## src/source/rv_core_pkg.sv

```systemverilog
package rv_core_pkg;

    localparam int xlen           = 64;
    localparam int inst_width     = 32;
    localparam int reg_addr_width = 5;
    localparam logic [xlen-1:0] reset_pc = 64'h0;

    localparam logic [6:0] opc_op        = 7'b0110011;
    localparam logic [6:0] opc_op_imm    = 7'b0010011;
    localparam logic [6:0] opc_op_32     = 7'b0111011;
    localparam logic [6:0] opc_op_imm_32 = 7'b0011011;
    localparam logic [6:0] opc_load      = 7'b0000011;
    localparam logic [6:0] opc_store     = 7'b0100011;
    localparam logic [6:0] opc_jal       = 7'b1101111;
    localparam logic [6:0] opc_jalr      = 7'b1100111;
    localparam logic [6:0] opc_lui       = 7'b0110111;
    localparam logic [6:0] opc_auipc     = 7'b0010111;
    localparam logic [6:0] opc_branch    = 7'b1100011;

    localparam logic [inst_width-1:0] inst_ebreak = 32'h0010_0073;

    typedef enum logic [2:0] {alu_add, alu_sub, alu_sltu, alu_sra} alu_op_e;
    typedef enum logic [2:0] {src_reg, src_imm, src_four_pc, src_imm_pc} alu_src_e;
    typedef enum logic [2:0] {imm_i, imm_s, imm_b, imm_u, imm_j} imm_fmt_e;
    typedef enum logic [1:0] {
        load_none, load_word_signed, load_double, load_byte_unsigned
    } load_kind_e;

    typedef struct packed {
        logic [6:0]                funct7;
        logic [reg_addr_width-1:0] rs2;
        logic [reg_addr_width-1:0] rs1;
        logic [2:0]                funct3;
        logic [reg_addr_width-1:0] rd;
        logic [6:0]                opcode;
    } r_fmt_t;

    typedef struct packed {
        logic [11:0]               imm;
        logic [reg_addr_width-1:0] rs1;
        logic [2:0]                funct3;
        logic [reg_addr_width-1:0] rd;
        logic [6:0]                opcode;
    } i_fmt_t;

    typedef struct packed {
        logic [6:0]                imm_hi;
        logic [reg_addr_width-1:0] rs2;
        logic [reg_addr_width-1:0] rs1;
        logic [2:0]                funct3;
        logic [4:0]                imm_lo;
        logic [6:0]                opcode;
    } s_fmt_t;

    typedef struct packed {
        logic                      imm_12;
        logic [5:0]                imm_10_5;
        logic [reg_addr_width-1:0] rs2;
        logic [reg_addr_width-1:0] rs1;
        logic [2:0]                funct3;
        logic [3:0]                imm_4_1;
        logic                      imm_11;
        logic [6:0]                opcode;
    } b_fmt_t;

    typedef struct packed {
        logic [19:0]               imm_31_12;
        logic [reg_addr_width-1:0] rd;
        logic [6:0]                opcode;
    } u_fmt_t;

    typedef struct packed {
        logic                      imm_20;
        logic [9:0]                imm_10_1;
        logic                      imm_11;
        logic [7:0]                imm_19_12;
        logic [reg_addr_width-1:0] rd;
        logic [6:0]                opcode;
    } j_fmt_t;

    typedef union packed {
        r_fmt_t r_fmt;
        i_fmt_t i_fmt;
        s_fmt_t s_fmt;
        b_fmt_t b_fmt;
        u_fmt_t u_fmt;
        j_fmt_t j_fmt;
    } rv_inst_u;

    typedef struct packed {
        logic [reg_addr_width-1:0] rs1;
        logic [reg_addr_width-1:0] rs2;
        logic [reg_addr_width-1:0] rd;
        logic                      reg_wen;
        imm_fmt_e                  imm_fmt;
        alu_op_e                   alu_op;
        alu_src_e                  alu_src;
        logic                      branch;
        logic                      branch_on_equal; // beq when set, bne otherwise
        logic                      jump;
        logic                      jalr;
        load_kind_e                load_kind;
        logic [7:0]                store_wmask;
        logic                      word_op;         // sign-extend low word of result
    } ctrl_t;

    typedef struct packed {
        logic [xlen-1:0] addr;
        logic [xlen-1:0] wdata;
        logic [7:0]      wmask;
        logic            wen;
        logic            ren;
    } dmem_req_t;

    typedef struct packed {
        logic [xlen-1:0] addr;
    } imem_req_t;

endpackage

```

## src/source/imm_gen.sv

```systemverilog
`timescale 1ns/100ps

module imm_gen import rv_core_pkg::*; (
    input  rv_inst_u        inst,
    input  imm_fmt_e        imm_fmt,
    output logic [xlen-1:0] imm
);

    always_comb begin
        case (imm_fmt)
            imm_s: begin
                imm = {{(xlen-12){inst.s_fmt.imm_hi[6]}}, inst.s_fmt.imm_hi,
                       inst.s_fmt.imm_lo};
            end
            imm_b: begin
                imm = {{(xlen-13){inst.b_fmt.imm_12}}, inst.b_fmt.imm_12,
                       inst.b_fmt.imm_11, inst.b_fmt.imm_10_5,
                       inst.b_fmt.imm_4_1, 1'b0};
            end
            imm_u: begin
                imm = {{(xlen-32){inst.u_fmt.imm_31_12[19]}}, inst.u_fmt.imm_31_12,
                       12'h000};
            end
            imm_j: begin
                imm = {{(xlen-21){inst.j_fmt.imm_20}}, inst.j_fmt.imm_20,
                       inst.j_fmt.imm_19_12, inst.j_fmt.imm_11,
                       inst.j_fmt.imm_10_1, 1'b0};
            end
            default: begin
                imm = {{(xlen-12){inst.i_fmt.imm[11]}}, inst.i_fmt.imm}; // i format
            end
        endcase
    end

endmodule

```

## config.mk

```make
export PLATFORM = sky130hd
export DESIGN_NAME = imm_gen
export DESIGN_NICKNAME = d
export VERILOG_FILES = /design/src/source/rv_core_pkg.sv /design/src/source/imm_gen.sv
export SDC_FILE = /design/constraint.sdc
export NUM_CORES = 1
export LEC_CHECK = 0
export BUFFER_PORTS_ARGS = -buffer_cell sky130_fd_sc_hd__buf_2
export CORE_ASPECT_RATIO = 1.25
export CORE_MARGIN = 2
export CORE_UTILIZATION = 36
export DETAILED_ROUTE_END_ITERATION = 6
export PLACE_DENSITY = 0.86
export REMOVE_ABC_BUFFERS = 1
export SYNTH_ARGS = -nofsm -noshare
export SYNTH_HDL_FRONTEND = slang
export SYNTH_SLANG_ARGS = --single-unit
```

## constraint.sdc

```tcl
create_clock -name vclk -period 2.1
set_input_delay 0.21 -clock vclk [all_inputs]
set_output_delay 0.21 -clock vclk [all_outputs]
set_load 0.01 [all_outputs]
```

Yosys cells after proc, flatten, opt, wreduce, memory -nomap -nowiden:

Index checks and enable logic that the tools add are counted.

* equal/unequal tests: 4
* mux-type cells: 1

Operator list (count)
* 31-bit case mux with 4 select lines: 1
* 3-bit by 2-bit == test with 1-bit output (second input constant): 2
* 3-bit by 1-bit == test with 1-bit output (second input constant): 1
* 3-bit == test (second input constant): 1

* register bits: 0
* input bits: 35
* output and inout port bits: 64
* word-level logic and storage cells: 5

Longest topological paths before layout:

* word-level depth: 2
* gate-level depth with buffers: 5
* depth with buffers taken out: 3

Least setup slack after synthesis:

No wires, ideal clock.

* path kind: input -> output
* from: in imm_fmt[2]
* to: out imm[12]
* arrival time: 0.977 ns
* data required time: 1.890 ns
* slack: 0.913 ns
* stages: 4
* path buffers: 1
* cell sequence: or3b_1 clkbuf_1 nor2_1 a211oi_1

* longest elaborated chain between the ends: 2
* elaborated cells on any way between the ends: 5
* those cells by class: 4 x eq/ne; 1 x mux

RTL lines
* start: declaration: RTL line imm_gen.sv:5 `input imm_fmt_e imm_fmt,`
* 3-bit == test (tied with other cells): RTL line imm_gen.sv:10 `case (imm_fmt)`
* 31-bit case mux with 4 select lines *: RTL line imm_gen.sv:10
* end: declaration: RTL line imm_gen.sv:6 `output logic [xlen-1:0] imm`

Every way passes the cells marked *; elsewhere a longest branch is shown, timed or not.

Worst setup path after layout:

* from: in imm_fmt[1]
* to: out imm[29]

The elaborated chain is that of the path after synthesis.

==> flow_summary.ini <==
[final_layout]
post_route_cells_drive_above_1_share_pct = 56.98
nets = 209
register_area_um2 = 0
multi_input_comb_area_um2 = 513.0
syn_to_final_growth_pct = 24.36
design.seq.count = 0
clock_buffers = 0
final_core_util_pct = 47.31
fillers = 250
diodes = 0
fin_cells = 203

[synth]
seq_area_frac_synth_pct = 0
synth_cell_types = 25
synth_common_cells = 35 x buf_4, 11 x a21o_1
synth_top_area_cell = buf_4
synth_area_um2 = 832.0
avgSynthCellArea_um2 = 6.820
synth_cells = 122
yosys_warnings = 0
synth.most_common_cell = buf_4
synthTopCellsByArea = buf_4 32%, a21o_1 9.9%, a211oi_1 7.2%
synth.top_cell.area_share_pct = 31.58

[power]
ir_drop_v = 0.0001398
powerDensity_nw_per_um2 = 253.9
p_leak_nw = 0.6272

[sta]
setup-violations-final = 0
relSlewSlack_pct = 72.30
period_share_pct = 74.94
clock.fmax_mhz = 635.5
slew_viol_final = 0
hold_viol_final = 0
tns_ps = 0
worst_pin_slew_ps = 413.6
rsz0062_at_grt = no
final.min_clock_period_ps = 1574

[worst_setup_path]
startpoint_type = primary input
cp_common_cell = buf_2
cp.arrival_ps = 1360
crit_path_cell_trace = buf_2 > and3b_1 > buf_4 > a21o_1 > buf_2
slowest_delay_ps = 330
critPathRequiredTime_ps = 1890
crit_type = primary input to primary output
cpMaxStageDelayCell = buf_2
end_kind = primary output
critPathMaxFanout = 23
cpLargestDelayFamily = buffers and inverters
crit_buf_inv = 3

[floorplanning]
ioPinCount = 99
core-area_um2 = 2187
die_area_um2 = 2714
fp.dieH_um = 57.75
placementRows = 19
die_x_um = 47
initial_utilization_pct = 38.04

[global_routing]
grt_pass1_wl_mm = 2.904
grt_usage_pct = 13.22
grt_max_degree = 27
overflow = 0
grt_pass1_vias = 664
antenna_found_initial = 0

[route]
wl_per_cell_um = 10.49
drtIter0Drc = 19
firstDrtPassIters = 4
drc = 0
ant_nets = 0
vias_per_cell = 4.655
routed-via-count = 945
routed_wl_mm = 2.130

[status]
status = completed

[placement]
place_inst = 203
dp_hpwl_mm = 1.659
gp_congestion = 0.6555
io_buffer_count = 92

[cts]
cts_setup_buffers = 0
post_cts_resized = 0
cts-hold-fix-buffers = 0

[hold_path]
hold_start = inst[30]
hp-class = primary input to primary output
hold_depth = 3
min_to = imm[30]

[job]
cap_violations = 0
## cell type report
cell class	count	area share, %
well taps	31	3.748
multi-input cells	76	49.58
inverters	2	0.7255
repair buffers	94	45.95
## through the flow
stage / hold slack [ps] / total power [mW] / cell area (um^2) / worst slack [ps]
5_1_grt: 730.1 / 0.2909 / 1035 / 390.2
2_1_floorplan: 420.0 / 0.1057 / 520.5 / 642.9
3_5_place_dp: 707.9 / 0.2659 / 1035 / 511.7
3_3_place_gp: 707.8 / 0.2622 / 1035 / 530.4
4_1_cts: 711.1 / 0.2668 / 1035 / 509.9
6_report: 709.2 / 0.2627 / 1035 / 526.3
## kinds of logic (layout without fill, tap and decap cells)
family | Yosys count | in the layout | synth area share (%)
compound gates | 42 | 42 | 33.54
simple gates | 32 | 32 | 25.71
buf+inv | 46 | 96 | 38.35
mux | 2 | 2 | 2.406
## worst max-delay path by stage
stage                from      end  cells after the start
6_report       imm_fmt[1]  imm[29]                      5
5_1_grt        imm_fmt[1]  imm[13]                      5
4_1_cts        imm_fmt[2]  imm[27]                      5
3_5_place_dp   imm_fmt[1]  imm[27]                      5
3_3_place_gp   imm_fmt[2]  imm[21]                      5
2_1_floorplan  imm_fmt[2]  imm[13]                      3
## metal layers
metal	GRT usage, %	vias up	part of all wire, %	wire, um
met1	17.80	414	40	853
met2	24.46	32	54	1145
li1	-	499	-	-
met4	0	0	0	0
met5	0	-	0	0
met3	0	0	6.1	130
## where the power goes
part | internal [mW] | leakage, nW | switching (mW)
logic | 0.119 | 0.627 | 0.144
clock network | 0 | 0 | 0
registers | 0 | 0 | 0
## placed cells by master (no fill, tap or decap)
master / count
a21oi_1: 6
nand2b_1: 2
mux2i_1: 2
nor2b_2: 1
o22ai_1: 8
nor2_1: 8
and3b_1: 4
nand2_1: 3
nor3_4: 1
a22o_1: 2
buf_2: 92
and4bb_2: 2
inv_1: 2
a21o_1: 11
o21ai_0: 6
buf_4: 2
or3b_1: 1
a32oi_1: 1
nor4bb_1: 1
or3_1: 1
a211oi_1: 8
nor2b_1: 8
No activity file was read; power rests on OpenSTA's default activity.
