<file path="src/source/rv_core_pkg.sv">
package rv_core_pkg;

    localparam int xlen           = 64;
    localparam int inst_width     = 32;
    localparam int reg_addr_width = 5;
    localparam logic [xlen-1:0] reset_pc = 64'h0;

    localparam logic [6:0] opc_op        = 7'b0110011;
    localparam logic [6:0] opc_op_imm    = 7'b0010011;
    localparam logic [6:0] opc_op_32     = 7'b0111011;
    localparam logic [6:0] opc_op_imm_32 = 7'b0011011;
    localparam logic [6:0] opc_load      = 7'b0000011;
    localparam logic [6:0] opc_store     = 7'b0100011;
    localparam logic [6:0] opc_jal       = 7'b1101111;
    localparam logic [6:0] opc_jalr      = 7'b1100111;
    localparam logic [6:0] opc_lui       = 7'b0110111;
    localparam logic [6:0] opc_auipc     = 7'b0010111;
    localparam logic [6:0] opc_branch    = 7'b1100011;

    localparam logic [inst_width-1:0] inst_ebreak = 32'h0010_0073;

    typedef enum logic [2:0] {alu_add, alu_sub, alu_sltu, alu_sra} alu_op_e;
    typedef enum logic [2:0] {src_reg, src_imm, src_four_pc, src_imm_pc} alu_src_e;
    typedef enum logic [2:0] {imm_i, imm_s, imm_b, imm_u, imm_j} imm_fmt_e;
    typedef enum logic [1:0] {
        load_none, load_word_signed, load_double, load_byte_unsigned
    } load_kind_e;

    typedef struct packed {
        logic [6:0]                funct7;
        logic [reg_addr_width-1:0] rs2;
        logic [reg_addr_width-1:0] rs1;
        logic [2:0]                funct3;
        logic [reg_addr_width-1:0] rd;
        logic [6:0]                opcode;
    } r_fmt_t;

    typedef struct packed {
        logic [11:0]               imm;
        logic [reg_addr_width-1:0] rs1;
        logic [2:0]                funct3;
        logic [reg_addr_width-1:0] rd;
        logic [6:0]                opcode;
    } i_fmt_t;

    typedef struct packed {
        logic [6:0]                imm_hi;
        logic [reg_addr_width-1:0] rs2;
        logic [reg_addr_width-1:0] rs1;
        logic [2:0]                funct3;
        logic [4:0]                imm_lo;
        logic [6:0]                opcode;
    } s_fmt_t;

    typedef struct packed {
        logic                      imm_12;
        logic [5:0]                imm_10_5;
        logic [reg_addr_width-1:0] rs2;
        logic [reg_addr_width-1:0] rs1;
        logic [2:0]                funct3;
        logic [3:0]                imm_4_1;
        logic                      imm_11;
        logic [6:0]                opcode;
    } b_fmt_t;

    typedef struct packed {
        logic [19:0]               imm_31_12;
        logic [reg_addr_width-1:0] rd;
        logic [6:0]                opcode;
    } u_fmt_t;

    typedef struct packed {
        logic                      imm_20;
        logic [9:0]                imm_10_1;
        logic                      imm_11;
        logic [7:0]                imm_19_12;
        logic [reg_addr_width-1:0] rd;
        logic [6:0]                opcode;
    } j_fmt_t;

    typedef union packed {
        r_fmt_t r_fmt;
        i_fmt_t i_fmt;
        s_fmt_t s_fmt;
        b_fmt_t b_fmt;
        u_fmt_t u_fmt;
        j_fmt_t j_fmt;
    } rv_inst_u;

    typedef struct packed {
        logic [reg_addr_width-1:0] rs1;
        logic [reg_addr_width-1:0] rs2;
        logic [reg_addr_width-1:0] rd;
        logic                      reg_wen;
        imm_fmt_e                  imm_fmt;
        alu_op_e                   alu_op;
        alu_src_e                  alu_src;
        logic                      branch;
        logic                      branch_on_equal; // beq when set, bne otherwise
        logic                      jump;
        logic                      jalr;
        load_kind_e                load_kind;
        logic [7:0]                store_wmask;
        logic                      word_op;         // sign-extend low word of result
    } ctrl_t;

    typedef struct packed {
        logic [xlen-1:0] addr;
        logic [xlen-1:0] wdata;
        logic [7:0]      wmask;
        logic            wen;
        logic            ren;
    } dmem_req_t;

    typedef struct packed {
        logic [xlen-1:0] addr;
    } imem_req_t;

endpackage

</file>
<file path="src/source/reg_file.sv">
`timescale 1ns/100ps

module reg_file import rv_core_pkg::*; (
    input  logic                      clk,
    input  logic                      rst_n,
    input  logic [reg_addr_width-1:0] rs1,
    input  logic [reg_addr_width-1:0] rs2,
    input  logic [reg_addr_width-1:0] rd,
    input  logic                      wen,
    input  logic [xlen-1:0]           wdata,
    output logic [xlen-1:0]           rs1_data,
    output logic [xlen-1:0]           rs2_data
);

    logic [xlen-1:0] regs [2**reg_addr_width];

    always_ff @(posedge clk or negedge rst_n) begin
        if (!rst_n) begin
            for (int i = 0; i < 2**reg_addr_width; i++) begin
                regs[i] <= '0;
            end
        end else if (wen && rd != '0) begin // x0 stays zero
            regs[rd] <= wdata;
        end
    end

    assign rs1_data = (rs1 == '0) ? '0 : regs[rs1];
    assign rs2_data = (rs2 == '0) ? '0 : regs[rs2];

endmodule

</file>
<file path="config.mk">
export PLATFORM = sky130hd
export DESIGN_NAME = reg_file
export DESIGN_NICKNAME = d
export VERILOG_FILES = /design/src/source/rv_core_pkg.sv /design/src/source/reg_file.sv
export SDC_FILE = /design/constraint.sdc
export NUM_CORES = 2
export LEC_CHECK = 0
export BUFFER_PORTS_ARGS = -buffer_cell sky130_fd_sc_hd__buf_2
export CORE_ASPECT_RATIO = 0.75
export CORE_MARGIN = 1.5
export CORE_UTILIZATION = 64
export DETAILED_ROUTE_END_ITERATION = 6
export GPL_ROUTABILITY_DRIVEN = 0
export HOLD_SLACK_MARGIN = 0.15
export PLACE_DENSITY_LB_ADDON = 0.12
export SLEW_MARGIN = 20
export SYNTH_ARGS = -nofsm -noshare
export SYNTH_HDL_FRONTEND = slang
export SYNTH_SLANG_ARGS = --single-unit
</file>
<file path="constraint.sdc">
create_clock -name clk -period 2.39 [get_ports clk]
set_input_delay 0.1195 -clock clk [delete_from_list [all_inputs] [get_ports clk]]
set_output_delay 0.1195 -clock clk [all_outputs]
set_load 0.02 [all_outputs]
</file>
# [After elaboration in Yosys (flattened, before gate mapping)]
# Cells that the tools add are included.
[totals] latchBits=0 input_bits=82 romBits=0 output_inout_bits=128 ramBits=0 reg_bits=2048 mem_count=0
[classes] n_lt_le_gt_ge=4 n_addsub=0 div_mod_pow=0 n_reduce_logical=5 eq_ne=0 shifts=0 n_mux=11 mul=0 bitwise_logic=3
[op_table] cell="$bwmux 2048" n=1
[op_table] cell="$bmux 64 s5" n=2
[op_table] cell="$mux 64" n=7
[op_table] cell="$demux 64 s5" n=1
[op_table] cell="$ge 6x6->1 const B" n=3
[op_table] cell="$not 5->6" n=3
[op_table] cell="$logic_not 5->1" n=2
[op_table] cell="$lt 6x1->1 const B" n=1
[op_table] cell="$reduce_bool 5->1" n=1
[op_table] cell="$logic_and 1x1->1" n=2

# [Logic depth before layout (Yosys ltp)]
[logic_depth] ltp_word=6 depth_mapped=10

# [Worst setup path after synthesis]
# Ideal clock, no wire load.
[synth_timing] path_kind="input-to-output" start="input port rs2[1]" end="output port rs2_data[39]" path_stages=7 required_ns=2.271 arrival_time_ns=2.320 setup_slack_ns=-0.049 path_buffers=3 path_cell_list="buf_4 buf_2 or2_2 clkbuf_1 o22ai_1 nor4_1 a2111oi_0"
[synth_via] elab_chain_cells=5
[synth_rtl] element="start, declared" line_no="reg_file.sv:7" source="input logic [reg_addr_width-1:0] rs2,"
[synth_rtl] element="$not 5->6 (not written as such)" line_no="reg_file.sv:28" source="assign rs2_data = (rs2 == '0) ? '0 : regs[rs2];"
[synth_rtl] element="$bmux 64 s5" line_no="reg_file.sv:28"
[synth_rtl] element="$mux 64 (not written as such) (2 in series)" line_no="reg_file.sv:28"
[synth_rtl] element="$mux 64 *" line_no="reg_file.sv:28"
[synth_rtl] element="end, declared" line_no="reg_file.sv:12" source="output logic [xlen-1:0] rs2_data"
# Mark *: on every way between the ends. The rest lies on a longest branch, timed or not. The select of a mux whose other input is x is not followed.

# [Worst setup path after layout]
[layout_timing] start="register regs[1298] in the netlist's numbering" end="output port rs1_data[18]"
[layout_via] elab_chain_cells=4
[layout_rtl] element="start, declared" line_no="reg_file.sv:15" source="logic [xlen-1:0] regs [2**reg_addr_width];"
[layout_rtl] element="start signal, assigned by index" line_no="reg_file.sv:23" source="regs[rd] <= wdata;"
[layout_rtl] element="$bmux 64 s5" line_no="reg_file.sv:27" source="assign rs1_data = (rs1 == '0) ? '0 : regs[rs1];"
[layout_rtl] element="$mux 64 (not written as such) (2 in series)" line_no="reg_file.sv:27"
[layout_rtl] element="$mux 64" line_no="reg_file.sv:27"
[layout_rtl] element="end, declared" line_no="reg_file.sv:11" source="output logic [xlen-1:0] rs1_data,"
# Every way passes these cells. The select of a mux whose other input is x is not followed.

==> qor.csv <==
stage;metric;value;unit
floorplanning;Core Footprint;0.168;mm^2
clock_tree;CTS tree;yes;
cells_and_area;Reg with most FFs;regs;
job;# Max-Cap Violations;0;
timing;RSZ-0062 raised after global routing;true;
global_routing;gr ovfl total;0;
clock_tree;clock latency on the worst-skew pair;0.83;ns
cells_and_area;layout cells sized above 1;58.8;%
timing;Max Clock Freq;354;MHz
synthesis;synth top area cells;dfrtp_1 (47%), mux2_2 (21%), mux4_2 (20%), mux2i_1 (4.8%), clkbuf_1 (1.5%);
routing;WL final;337;mm
floorplanning;row count;130;
floorplanning;die area;0.172;mm^2
cells_and_area;area grow syn2layout;16.4;%
timing;Max-Slew Margin vs Limit;40.3;%
cells_and_area;fin util;75.2;%
clock_tree;CTS Sinks;2048;
timing;final worst-path cycle share;118;%
power;Max IR drop VDD;0.000752;V
synthesis;cells after synthesis;6963;
routing;drt first pass iters;6;
timing;setup TNS;-26.35;ns
global_routing;gr usage total;39.4;%
floorplanning;Starting Density;64.6;%
clock_tree;Clock Path Buffers;3;
routing;via count;70500;
power;Power Dens Cells;824;mW/mm^2
synthesis;flops & latches, synth;2048;
place;port bufs;209;
global_routing;vias in the first global route;73500;
routing;# DRC;0;
timing;Slew Limit Fails;0;
clock_tree;H-tree levels;4;
synthesis;leading area contributor after synthesis;dfrtp_1;
synthesis;Mapped Area;0.108;mm^2
cells_and_area;max FFs per register;2048;
critical_path;critical path arrival;2.70;ns
cells_and_area;nets;7379;
routing;initial drt markers;8682;
place;dpl ws;-0.112;ns
synthesis;Syn Nets;7045;
floorplanning;I/O pin cnt;210;
global_routing;first-pass GRT wire length;500;mm
timing;skew final;0;ns
cells_and_area;Largest regs;regs (2048);
synthesis;share of the synthesized area in the top cell type;47.3;%
place;hpwl dp;207;mm
clock_tree;clk slew on worst S/H paths;0.07;ns
timing;final-report setup violation count;128;
synthesis;Distinct cells, synth;48;
routing;Via-to-Cell Ratio;7.26;
power;total leakage power;55.5;nW
clock_tree;Num CTS Buffers;198;
synthesis;Avg Inst Size Synth;15.6;um^2
routing;DRT antenna net count;0;
global_routing;pin count of the biggest net entering global routing;135;
floorplanning;Die X;478;um
critical_path;worst-path fanout max;3;
outcome;failing checks;setup timing;
timing;final hold viol count;0;
clock_tree;clk root buf;clkbuf_16;
min_path;Hold Path Class;input pin to flop;
floorplanning;Die Span Y;359;um
critical_path;crit path launch type;flop;
power;final total power;0.104;W
critical_path;critical setup path kind;flop to output port;
critical_path;WP data required;2.27;ns
timing;Setup WS post-layout;-0.434;ns
timing;fin crit period;2.82;ns
cells_and_area;Post-Layout Cell Count;9713;
outcome;status;finished, violations left;
cells_and_area;FILL cells;10200;
synthesis;Seq/Total Area, Yosys;47.3;%
timing;slew at the pin closest to its max-slew limit;0.895;ns
place;cell total after placement;9141;
synthesis;YS warnings;0;
global_routing;antenna violations before repair;9;
critical_path;Crit. End Element;output port;
routing;drt wl/cell;34.6;um
[synthesized netlist by cell type, drive strengths merged]
| master | count |
|---|---|
| dfrtp | 2048 |
| mux2 | 2022 |
| mux4 | 968 |
| mux2i | 520 |
| clkbuf | 434 |
| buf | 373 |
| o22ai | 182 |
| or2 | 74 |
| nand2 | 40 |
| nor2b | 39 |
| nor2 | 31 |
| a22oi | 26 |
| nor3 | 21 |
| o22a | 17 |
| a211oi | 14 |
| nand2b | 14 |
| a211o | 13 |
| a21oi | 13 |
| a31o | 13 |
| nor4 | 13 |
| o221ai | 12 |
| a22o | 11 |
| a2111oi | 9 |
| and2 | 9 |
| nand3 | 9 |
| and3 | 5 |
| o31ai | 5 |
| o211ai | 4 |
| o32ai | 4 |
| or3 | 4 |
| or4 | 4 |
| nand4b | 3 |
| nor3b | 3 |
| a221oi | 2 |
| a21o | 1 |
| nand4 | 1 |
| o21ai | 1 |
| o41ai | 1 |
[cells in the final DEF, fill, tap and decap left out, drive strengths merged, types with 26 or more instances in the layout]
| cell type | count |
|---|---|
| a22oi | 26 |
| buf | 861 |
| clkbuf | 297 |
| clkinv | 44 |
| dfrtp | 2048 |
| dlygate4sd3 | 79 |
| mux2 | 2022 |
| mux2i | 520 |
| mux4 | 968 |
| nand2 | 40 |
| nor2 | 31 |
| nor2b | 39 |
| o22ai | 182 |
| or2 | 74 |
[logic make-up after synthesis]
family	share of synthesized area [%]
AND/OR/NAND/NOR	1.41
buffers and inverters	3.28
flip-flops	47.3
multiplexers	45.9
AO/OA/AOI/OAI	2.14
[layout make-up]
class	count	area, um^2	share of cell area, %
clock inverter	71	888	0.704
multi-input combinational	4108	55100	43.7
clock buffer	296	5970	4.73
tap	2244	2810	2.22
timing repair buffer	941	10100	8.04
sequential	2048	51200	40.6
antenna	5	12.5	0.00992
[power by group]
| part | internal (W) | leakage (nW) | switching, W |
|---|---|---|---|
| combinational | 0.0147 | 25.8 | 0.00963 |
| sequential | 0.0413 | 26.3 | 0.00513 |
| clock | 0.0192 | 3.40 | 0.0141 |
[through the flow]
stage	hold slack, ns	cell area [um^2]
after floorplan	-0.176	108000
after global placement	0.0356	116000
after detailed placement	0.0356	116000
after CTS	0.153	125000
after global routing	0.210	126000
final	0.199	126000
[repair_timing]
| action | in CTS | in global routing |
|---|---|---|
| hold buffers | 80 | 0 |
| endpoints found under the hold margin | 4032 | 0 |
| pin swaps | 189 | 75 |
| buffers inserted | 91 | 41 |
| setup endpoints to repair | 128 | 128 |
| resized for setup | 380 | 92 |
[critical path, cell delays in order (launching register included)]
cell	delay (ns)
dfrtp_1	0.41
mux4_2	0.48
mux4_2	0.48
mux2_4	0.35
buf_6	0.15
[worst paths after layout]
path	endpoint	cells after the start	slack (ns)	start
max reg2reg	regs[1648]$_DFFE_PN0P_	2	0.99	regs[1648]$_DFFE_PN0P_
min	regs[1856]$_DFFE_PN0P_	5	0.20	rd[0]
max in group asynchronous	regs[1393]$_DFFE_PN0P_	6	0.71	rst_n
min in group asynchronous	regs[1429]$_DFFE_PN0P_	4	0.54	rst_n
max	rs1_data[18]	4	-0.43	regs[1298]$_DFFE_PN0P_
min reg2reg	regs[2020]$_DFFE_PN0P_	0	0.38	regs[2020]$_DFFE_PN0P_
[layer usage]
metal	track usage (%)	wire [um]	vias up
li1	-	-	27600
met1	55.8	133000	38200
met2	58.8	154000	3940
met3	10.7	34800	816
met4	15.2	14400	12
met5	0	67	-
(Power assumes the default switching activity.)
