$ cat config.mk
export PLATFORM = sky130hd
export DESIGN_NAME = inst_decoder
export DESIGN_NICKNAME = d
export VERILOG_FILES = /design/src/source/rv_core_pkg.sv /design/src/source/inst_decoder.sv
export SDC_FILE = /design/constraint.sdc
export NUM_CORES = 1
export LEC_CHECK = 0
export BUFFER_PORTS_ARGS = -buffer_cell sky130_fd_sc_hd__buf_2
export CAP_MARGIN = 40
export CORE_MARGIN = 2
export CORE_UTILIZATION = 39
export DETAILED_ROUTE_END_ITERATION = 7
export PLACE_DENSITY_LB_ADDON = 0.15
export SLEW_MARGIN = 20
export SYNTH_ARGS = -nofsm -noshare
export SYNTH_HDL_FRONTEND = slang
export SYNTH_SLANG_ARGS = --single-unit
$ cat constraint.sdc
create_clock -name vclk -period 3.1
set_input_delay 0.62 -clock vclk [all_inputs]
set_output_delay 0.62 -clock vclk [all_outputs]
set_load 0.01 [all_outputs]
$ cat src/source/rv_core_pkg.sv
package rv_core_pkg;

    localparam int xlen           = 64;
    localparam int inst_width     = 32;
    localparam int reg_addr_width = 5;
    localparam logic [xlen-1:0] reset_pc = 64'h0;

    localparam logic [6:0] opc_op        = 7'b0110011;
    localparam logic [6:0] opc_op_imm    = 7'b0010011;
    localparam logic [6:0] opc_op_32     = 7'b0111011;
    localparam logic [6:0] opc_op_imm_32 = 7'b0011011;
    localparam logic [6:0] opc_load      = 7'b0000011;
    localparam logic [6:0] opc_store     = 7'b0100011;
    localparam logic [6:0] opc_jal       = 7'b1101111;
    localparam logic [6:0] opc_jalr      = 7'b1100111;
    localparam logic [6:0] opc_lui       = 7'b0110111;
    localparam logic [6:0] opc_auipc     = 7'b0010111;
    localparam logic [6:0] opc_branch    = 7'b1100011;

    localparam logic [inst_width-1:0] inst_ebreak = 32'h0010_0073;

    typedef enum logic [2:0] {alu_add, alu_sub, alu_sltu, alu_sra} alu_op_e;
    typedef enum logic [2:0] {src_reg, src_imm, src_four_pc, src_imm_pc} alu_src_e;
    typedef enum logic [2:0] {imm_i, imm_s, imm_b, imm_u, imm_j} imm_fmt_e;
    typedef enum logic [1:0] {
        load_none, load_word_signed, load_double, load_byte_unsigned
    } load_kind_e;

    typedef struct packed {
        logic [6:0]                funct7;
        logic [reg_addr_width-1:0] rs2;
        logic [reg_addr_width-1:0] rs1;
        logic [2:0]                funct3;
        logic [reg_addr_width-1:0] rd;
        logic [6:0]                opcode;
    } r_fmt_t;

    typedef struct packed {
        logic [11:0]               imm;
        logic [reg_addr_width-1:0] rs1;
        logic [2:0]                funct3;
        logic [reg_addr_width-1:0] rd;
        logic [6:0]                opcode;
    } i_fmt_t;

    typedef struct packed {
        logic [6:0]                imm_hi;
        logic [reg_addr_width-1:0] rs2;
        logic [reg_addr_width-1:0] rs1;
        logic [2:0]                funct3;
        logic [4:0]                imm_lo;
        logic [6:0]                opcode;
    } s_fmt_t;

    typedef struct packed {
        logic                      imm_12;
        logic [5:0]                imm_10_5;
        logic [reg_addr_width-1:0] rs2;
        logic [reg_addr_width-1:0] rs1;
        logic [2:0]                funct3;
        logic [3:0]                imm_4_1;
        logic                      imm_11;
        logic [6:0]                opcode;
    } b_fmt_t;

    typedef struct packed {
        logic [19:0]               imm_31_12;
        logic [reg_addr_width-1:0] rd;
        logic [6:0]                opcode;
    } u_fmt_t;

    typedef struct packed {
        logic                      imm_20;
        logic [9:0]                imm_10_1;
        logic                      imm_11;
        logic [7:0]                imm_19_12;
        logic [reg_addr_width-1:0] rd;
        logic [6:0]                opcode;
    } j_fmt_t;

    typedef union packed {
        r_fmt_t r_fmt;
        i_fmt_t i_fmt;
        s_fmt_t s_fmt;
        b_fmt_t b_fmt;
        u_fmt_t u_fmt;
        j_fmt_t j_fmt;
    } rv_inst_u;

    typedef struct packed {
        logic [reg_addr_width-1:0] rs1;
        logic [reg_addr_width-1:0] rs2;
        logic [reg_addr_width-1:0] rd;
        logic                      reg_wen;
        imm_fmt_e                  imm_fmt;
        alu_op_e                   alu_op;
        alu_src_e                  alu_src;
        logic                      branch;
        logic                      branch_on_equal; // beq when set, bne otherwise
        logic                      jump;
        logic                      jalr;
        load_kind_e                load_kind;
        logic [7:0]                store_wmask;
        logic                      word_op;         // sign-extend low word of result
    } ctrl_t;

    typedef struct packed {
        logic [xlen-1:0] addr;
        logic [xlen-1:0] wdata;
        logic [7:0]      wmask;
        logic            wen;
        logic            ren;
    } dmem_req_t;

    typedef struct packed {
        logic [xlen-1:0] addr;
    } imem_req_t;

endpackage

$ cat src/source/inst_decoder.sv
`timescale 1ns/100ps

module inst_decoder import rv_core_pkg::*; (
    input  rv_inst_u inst,
    output ctrl_t    ctrl,
    output logic     is_ebreak,
    output logic     illegal
);

    assign is_ebreak = (inst == inst_ebreak);

    always_comb begin
        ctrl.rs1             = inst.r_fmt.rs1;
        ctrl.rs2             = inst.r_fmt.rs2;
        ctrl.rd              = inst.r_fmt.rd;
        ctrl.reg_wen         = 1'b0;
        ctrl.imm_fmt         = imm_i;
        ctrl.alu_op          = alu_add;
        ctrl.alu_src         = src_reg;
        ctrl.branch          = 1'b0;
        ctrl.branch_on_equal = 1'b0;
        ctrl.jump            = 1'b0;
        ctrl.jalr            = 1'b0;
        ctrl.load_kind       = load_none;
        ctrl.store_wmask     = 8'h00;
        ctrl.word_op         = 1'b0;
        illegal              = 1'b0;

        case (inst.r_fmt.opcode)
            opc_op: begin
                ctrl.reg_wen = 1'b1;
                case ({inst.r_fmt.funct7, inst.r_fmt.funct3})
                    10'b0000000_000: ctrl.alu_op = alu_add;
                    10'b0100000_000: ctrl.alu_op = alu_sub;
                    default:         illegal = 1'b1;
                endcase
            end
            opc_op_imm: begin
                ctrl.reg_wen = 1'b1;
                ctrl.alu_src = src_imm;
                case (inst.i_fmt.funct3)
                    3'b000: ctrl.alu_op = alu_add;  // addi
                    3'b011: ctrl.alu_op = alu_sltu; // sltiu
                    3'b101: begin
                        if (inst.i_fmt.imm[11:6] == 6'b010000) begin
                            ctrl.alu_op = alu_sra;  // srai, shamt in imm[5:0]
                        end else begin
                            illegal = 1'b1;         // srli not supported
                        end
                    end
                    default: illegal = 1'b1;
                endcase
            end
            opc_op_32: begin
                ctrl.reg_wen = 1'b1;
                ctrl.word_op = 1'b1;
                if ({inst.r_fmt.funct7, inst.r_fmt.funct3} != 10'b0000000_000) begin
                    illegal = 1'b1;                 // only addw
                end
            end
            opc_op_imm_32: begin
                ctrl.reg_wen = 1'b1;
                ctrl.alu_src = src_imm;
                ctrl.word_op = 1'b1;
                if (inst.i_fmt.funct3 != 3'b000) begin
                    illegal = 1'b1;                 // only addiw
                end
            end
            opc_load: begin
                ctrl.reg_wen = 1'b1;
                ctrl.alu_src = src_imm;
                case (inst.i_fmt.funct3)
                    3'b010:  ctrl.load_kind = load_word_signed;
                    3'b011:  ctrl.load_kind = load_double;
                    3'b100:  ctrl.load_kind = load_byte_unsigned;
                    default: illegal = 1'b1;
                endcase
            end
            opc_store: begin
                ctrl.imm_fmt = imm_s;
                ctrl.alu_src = src_imm;
                case (inst.s_fmt.funct3)
                    3'b011:  ctrl.store_wmask = 8'hff; // sd
                    3'b001:  ctrl.store_wmask = 8'h03; // sh
                    default: illegal = 1'b1;
                endcase
            end
            opc_jal: begin
                ctrl.reg_wen = 1'b1;
                ctrl.jump    = 1'b1;
                ctrl.imm_fmt = imm_j;
                ctrl.alu_src = src_four_pc;         // link pc + 4
            end
            opc_jalr: begin
                ctrl.reg_wen = 1'b1;
                ctrl.jump    = 1'b1;
                ctrl.jalr    = 1'b1;
                ctrl.alu_src = src_four_pc;
                if (inst.i_fmt.funct3 != 3'b000) begin
                    illegal = 1'b1;
                end
            end
            opc_lui: begin
                ctrl.reg_wen = 1'b1;
                ctrl.rs1     = '0;                  // x0 + imm
                ctrl.imm_fmt = imm_u;
                ctrl.alu_src = src_imm;
            end
            opc_auipc: begin
                ctrl.reg_wen = 1'b1;
                ctrl.imm_fmt = imm_u;
                ctrl.alu_src = src_imm_pc;
            end
            opc_branch: begin
                ctrl.imm_fmt = imm_b;
                case (inst.b_fmt.funct3)
                    3'b000: begin
                        ctrl.branch          = 1'b1;
                        ctrl.branch_on_equal = 1'b1;
                    end
                    3'b001:  ctrl.branch = 1'b1;
                    default: illegal = 1'b1;
                endcase
            end
            default: illegal = ~is_ebreak;
        endcase

        // unknown encodings retire as a no-op
        if (illegal) begin
            ctrl.reg_wen     = 1'b0;
            ctrl.branch      = 1'b0;
            ctrl.jump        = 1'b0;
            ctrl.jalr        = 1'b0;
            ctrl.load_kind   = load_none;
            ctrl.store_wmask = 8'h00;
        end
    end

endmodule

* After elaboration in Yosys (flattened, before gate mapping)
Index checks and enable logic that the tools add are counted.
** Operators by class
- Eq/ne operators :: 19
- Multiplexer cells :: 30
- Bitwise operators :: 1
- Reduce and logical (&&, ||, !) cells :: 16
** Operators with widths (count)
- 32-bit by 21-bit equality test with 1-bit output, second input constant :: 1
- 7-bit by 6-bit equality test with 1-bit output, second input constant :: 4
- 7-bit by 5-bit equality test with 1-bit output, second input constant :: 3
- 7-bit equality test, second input constant :: 3
- 1-bit 2-to-1 mux :: 16
- 8-bit case mux with 2 select lines :: 1
- 2-bit OR reduction :: 8
- 12-bit 2-to-1 mux :: 1
- 2-bit case mux with 3 select lines :: 2
- 3-bit case mux with 4 select lines :: 1
- 10-bit by 9-bit equality test with 1-bit output, second input constant :: 1
- 10-bit logical NOT :: 1
- 10-bit nonzero test :: 1
- 9-bit OR reduction :: 1
- 8-bit 2-to-1 mux :: 1
- 1-bit case mux with 8 select lines :: 1
- 7-bit by 2-bit equality test with 1-bit output, second input constant :: 1
- 3-bit by 2-bit equality test with 1-bit output, second input constant :: 2
- 3-bit equality test, second input constant :: 2
- 6-bit by 5-bit equality test with 1-bit output, second input constant :: 1
- 2-bit 2-to-1 mux :: 3
- 3-bit case mux with 2 select lines :: 1
- 3-bit OR reduction :: 2
- 5-bit 2-to-1 mux :: 1
- 7 further kinds :: 7
** Word-level totals
- Register bits :: 0
- Output and inout bits :: 42
- Word-level logic and storage cells :: 66

* Depth between registers and ports, before layout
- Word-level depth :: 5
- Mapped depth :: 6
- Gate-level depth less buffers :: 4

* Least setup slack after synthesis
OpenSTA, ideal clock, no wires.
- Path type :: input port to output port
- Start :: input inst[12] in the netlist's numbering
- End :: output ctrl[4] in the netlist's numbering
- Arrival :: 2.473 ns
- Data required time :: 2.480 ns
- Slack :: 0.007 ns
- Stages :: 6
- Path buffers :: 2
- Cells stage by stage :: clkbuf_1 -> inv_1 -> or4_1 -> nor4_1 -> and2_1 -> buf_4
** RTL lines
- from (decl) :: RTL line inst_decoder.sv:4 : input rv_inst_u inst,
- to (decl) :: RTL line inst_decoder.sv:5 : output ctrl_t ctrl,

* Worst setup path in the final report
- Start :: input inst[28] in the netlist's numbering
- End :: output illegal
** On the way
- Cells in the longest elaborated chain, start to end :: 4
** RTL lines
- 6-bit by 5-bit equality test with 1-bit output (tied with other cells) :: RTL line inst_decoder.sv:45 : if (inst.i_fmt.imm[11:6] == 6'b010000) begin
- 1-bit 2-to-1 mux / 2-bit OR reduction (equally long branches)
- 1-bit case mux with 2 select lines / 1-bit 2-to-1 mux (equally long branches) :: RTL line inst_decoder.sv:41, inst_decoder.sv:32
- 1-bit case mux with 8 select lines (*) :: RTL line inst_decoder.sv:29 : case (inst.r_fmt.opcode)
- to (decl) :: RTL line inst_decoder.sv:7 : output logic illegal
Mark *: on every way between the ends. The rest lies on a longest branch, timed or not.

==> impl_metrics.env <==
export IMPL_diodes=0
export IMPL_cp_max_fo=3
export IMPL_crit_family="simple AND/OR/NAND/NOR gates"
export IMPL_critPathSlowestCell="or4_4"
export IMPL_vias=1066
export IMPL_crit_arrival_ns=2.36
export IMPL_placed_cell_area_sq_um=1072
export IMPL_hold_path_class="in2out"
export IMPL_vias_per_cell=5.200
export IMPL_n_clock_buffer=0
export IMPL_fp_dieH_microns=49.07
export IMPL_rsz0062_at_grt="false"
export IMPL_grt_pass1_vias=989
export IMPL_drt_total_wl_microns=2340
export IMPL_synth_cell_types=42
export IMPL_die_w_microns=49.07
export IMPL_p_seq_share_pct=0
export IMPL_max_stage_delay_ns=0.53
export IMPL_period_needed_ns=2.983
export IMPL_critPathKind="in2out"
export IMPL_drv_slew=0
export IMPL_netlist_area_sq_um=792.0
export IMPL_synth_seq_area_share_pct=0
export IMPL_setup_violations=0
export IMPL_whs_ns=1.437
export IMPL_slew_headroom_pct=64.30
export IMPL_stdcell_area_sq_um=1080
export IMPL_clkPwrFrac_pct=0
export IMPL_setup_tns_ns=0
export IMPL_first_pass_iters=4
export IMPL_grtUsageTotal_pct=19.01
export IMPL_ys_warn_count=0
export IMPL_p_per_area_nw_per_um2=98.92
export IMPL_path_buf_inv=2
export IMPL_overflow=0
export IMPL_drtAntennaViolNets=0
export IMPL_post_place_ws_ns=0.04223
export IMPL_dieArea_sq_um=2407
export IMPL_wl_per_cell_microns=11.41
export IMPL_start_util_pct=40.79
export IMPL_core_area_sq_um=1942
export IMPL_hold_buffers=0
export IMPL_drc=0
export IMPL_grt_max_degree=16
export IMPL_drive_above_1_share_pct=48.88
export IMPL_crit_chain="buf_2, or4_4, or2_4, or4_4, a211o_1, buf_2"
export IMPL_nets=212
export IMPL_gp_congestion=0.8604
export IMPL_p_int_w=0.00004948
export IMPL_fmax_mhz=335.2
export IMPL_initialDrtViolationCount=26
export IMPL_port_buffers=72
export IMPL_status="complete, no violations"
export IMPL_ir_drop_mv=0.05975
export IMPL_total_power_w=0.0001068
export IMPL_final_common_cell="buf_2"
export IMPL_tightest_slew_ns=0.5315
export IMPL_worst_slack_ns=0.1165
export IMPL_crit_path_end_kind="output pin"
export IMPL_p_leak_nw=0.5504
export IMPL_pwr_share_comb_pct=100.0
export IMPL_nFillCells=216
export IMPL_row_count=16
export IMPL_fin_crit_sh_pct=96.24
export IMPL_switching_power_w=0.00005734
export IMPL_cap_viol_max_count=0
export IMPL_grt_pass1_wl_microns=3939
export IMPL_finalHoldViolCount=0
export IMPL_synth_cells=124
export IMPL_cp_required_ns=2.48
export IMPL_antenna_found_initial=0
export IMPL_area_delta_synth_final_pct=36.34
export IMPL_io_pins=74
export IMPL_place_hpwl_microns=1953
export IMPL_design_seq_count=0
export IMPL_swShare_pct=53.68
export IMPL_seqCellArea_sq_um=0
export IMPL_avgSynthCellArea_sq_um=6.387
export IMPL_startpoint_type="input port"
cell families after synthesis:
| kind of cell | after synthesis | synth area share [%] |
|---|---|---|
| other | 1 | 0.4735 |
| AO/OA/AOI/OAI | 21 | 20.07 |
| XOR/XNOR | 2 | 2.212 |
| multiplexers | 1 | 1.264 |
| buffers and inverters | 32 | 23.85 |
| AND/OR/NAND/NOR | 67 | 52.14 |
synthesized netlist by cell type, types with 2 or more instances:
master | n | share of area [%]
nand2b_1 | 8 | 6.3
or3_1 | 2 | 1.6
nand2_1 | 8 | 3.8
buf_4 | 18 | 17
nor3b_1 | 3 | 2.8
nand3b_1 | 4 | 3.8
nor4_1 | 6 | 4.7
a2111oi_0 | 2 | 2.2
nor2_1 | 8 | 3.8
clkbuf_1 | 8 | 3.8
a21oi_1 | 5 | 3.2
inv_1 | 5 | 2.4
nor2b_1 | 8 | 6.3
or4_4 | 2 | 2.8
o32ai_1 | 2 | 2.2
nor4b_1 | 3 | 3.3
nor3_1 | 7 | 4.4
metal layers:
layer  global-route usage [%]  vias to the layer above  wire length (microns)
met5                        0                        -                      0
met4                    2.857                        0                      0
met3                   0.9202                        0                    167
met2                    36.49                       53                   1182
met1                    23.33                      474                    990
li1                         -                      539                      -
power by group through the flow:
stage / registers (W) / clock network, W / logic (W)
6_report: 0 / 0 / 0.000107
5_1_grt: 0 / 0 / 0.000119
4_1_cts: 0 / 0 / 0.000106
3_5_place_dp: 0 / 0 / 0.000106
3_3_place_gp: 0 / 0 / 0.000104
2_1_floorplan: 0 / 0 / 0.0000685
repair_timing:
| action | CTS | global route |
|---|---|---|
| gates resized for setup | 0 | 0 |
| endpoints found under the setup margin | 0 | 1 |
| setup buffers | 0 | 1 |
stage by stage:
stage,instances,util (%)
6_report,205,55.61
3_3_place_gp,204,55.22
3_5_place_dp,204,55.22
4_1_cts,204,55.22
5_1_grt,205,55.61
2_1_floorplan,125,-
layout make-up:
cell class                 instances  area (sq um)  share of cell area, %
multi-input combinational         93         606.8                  56.20
inverter                           5         18.77                  1.738
timing repair buffer              80         420.4                  38.93
tap                               27         33.78                  3.129
worst paths after layout:
kind	end	cells after the start	from
worst min-delay path	ctrl[30]	2	inst[20]
worst max-delay path	illegal	6	inst[28]
Power figures use the tool's default switching activity.
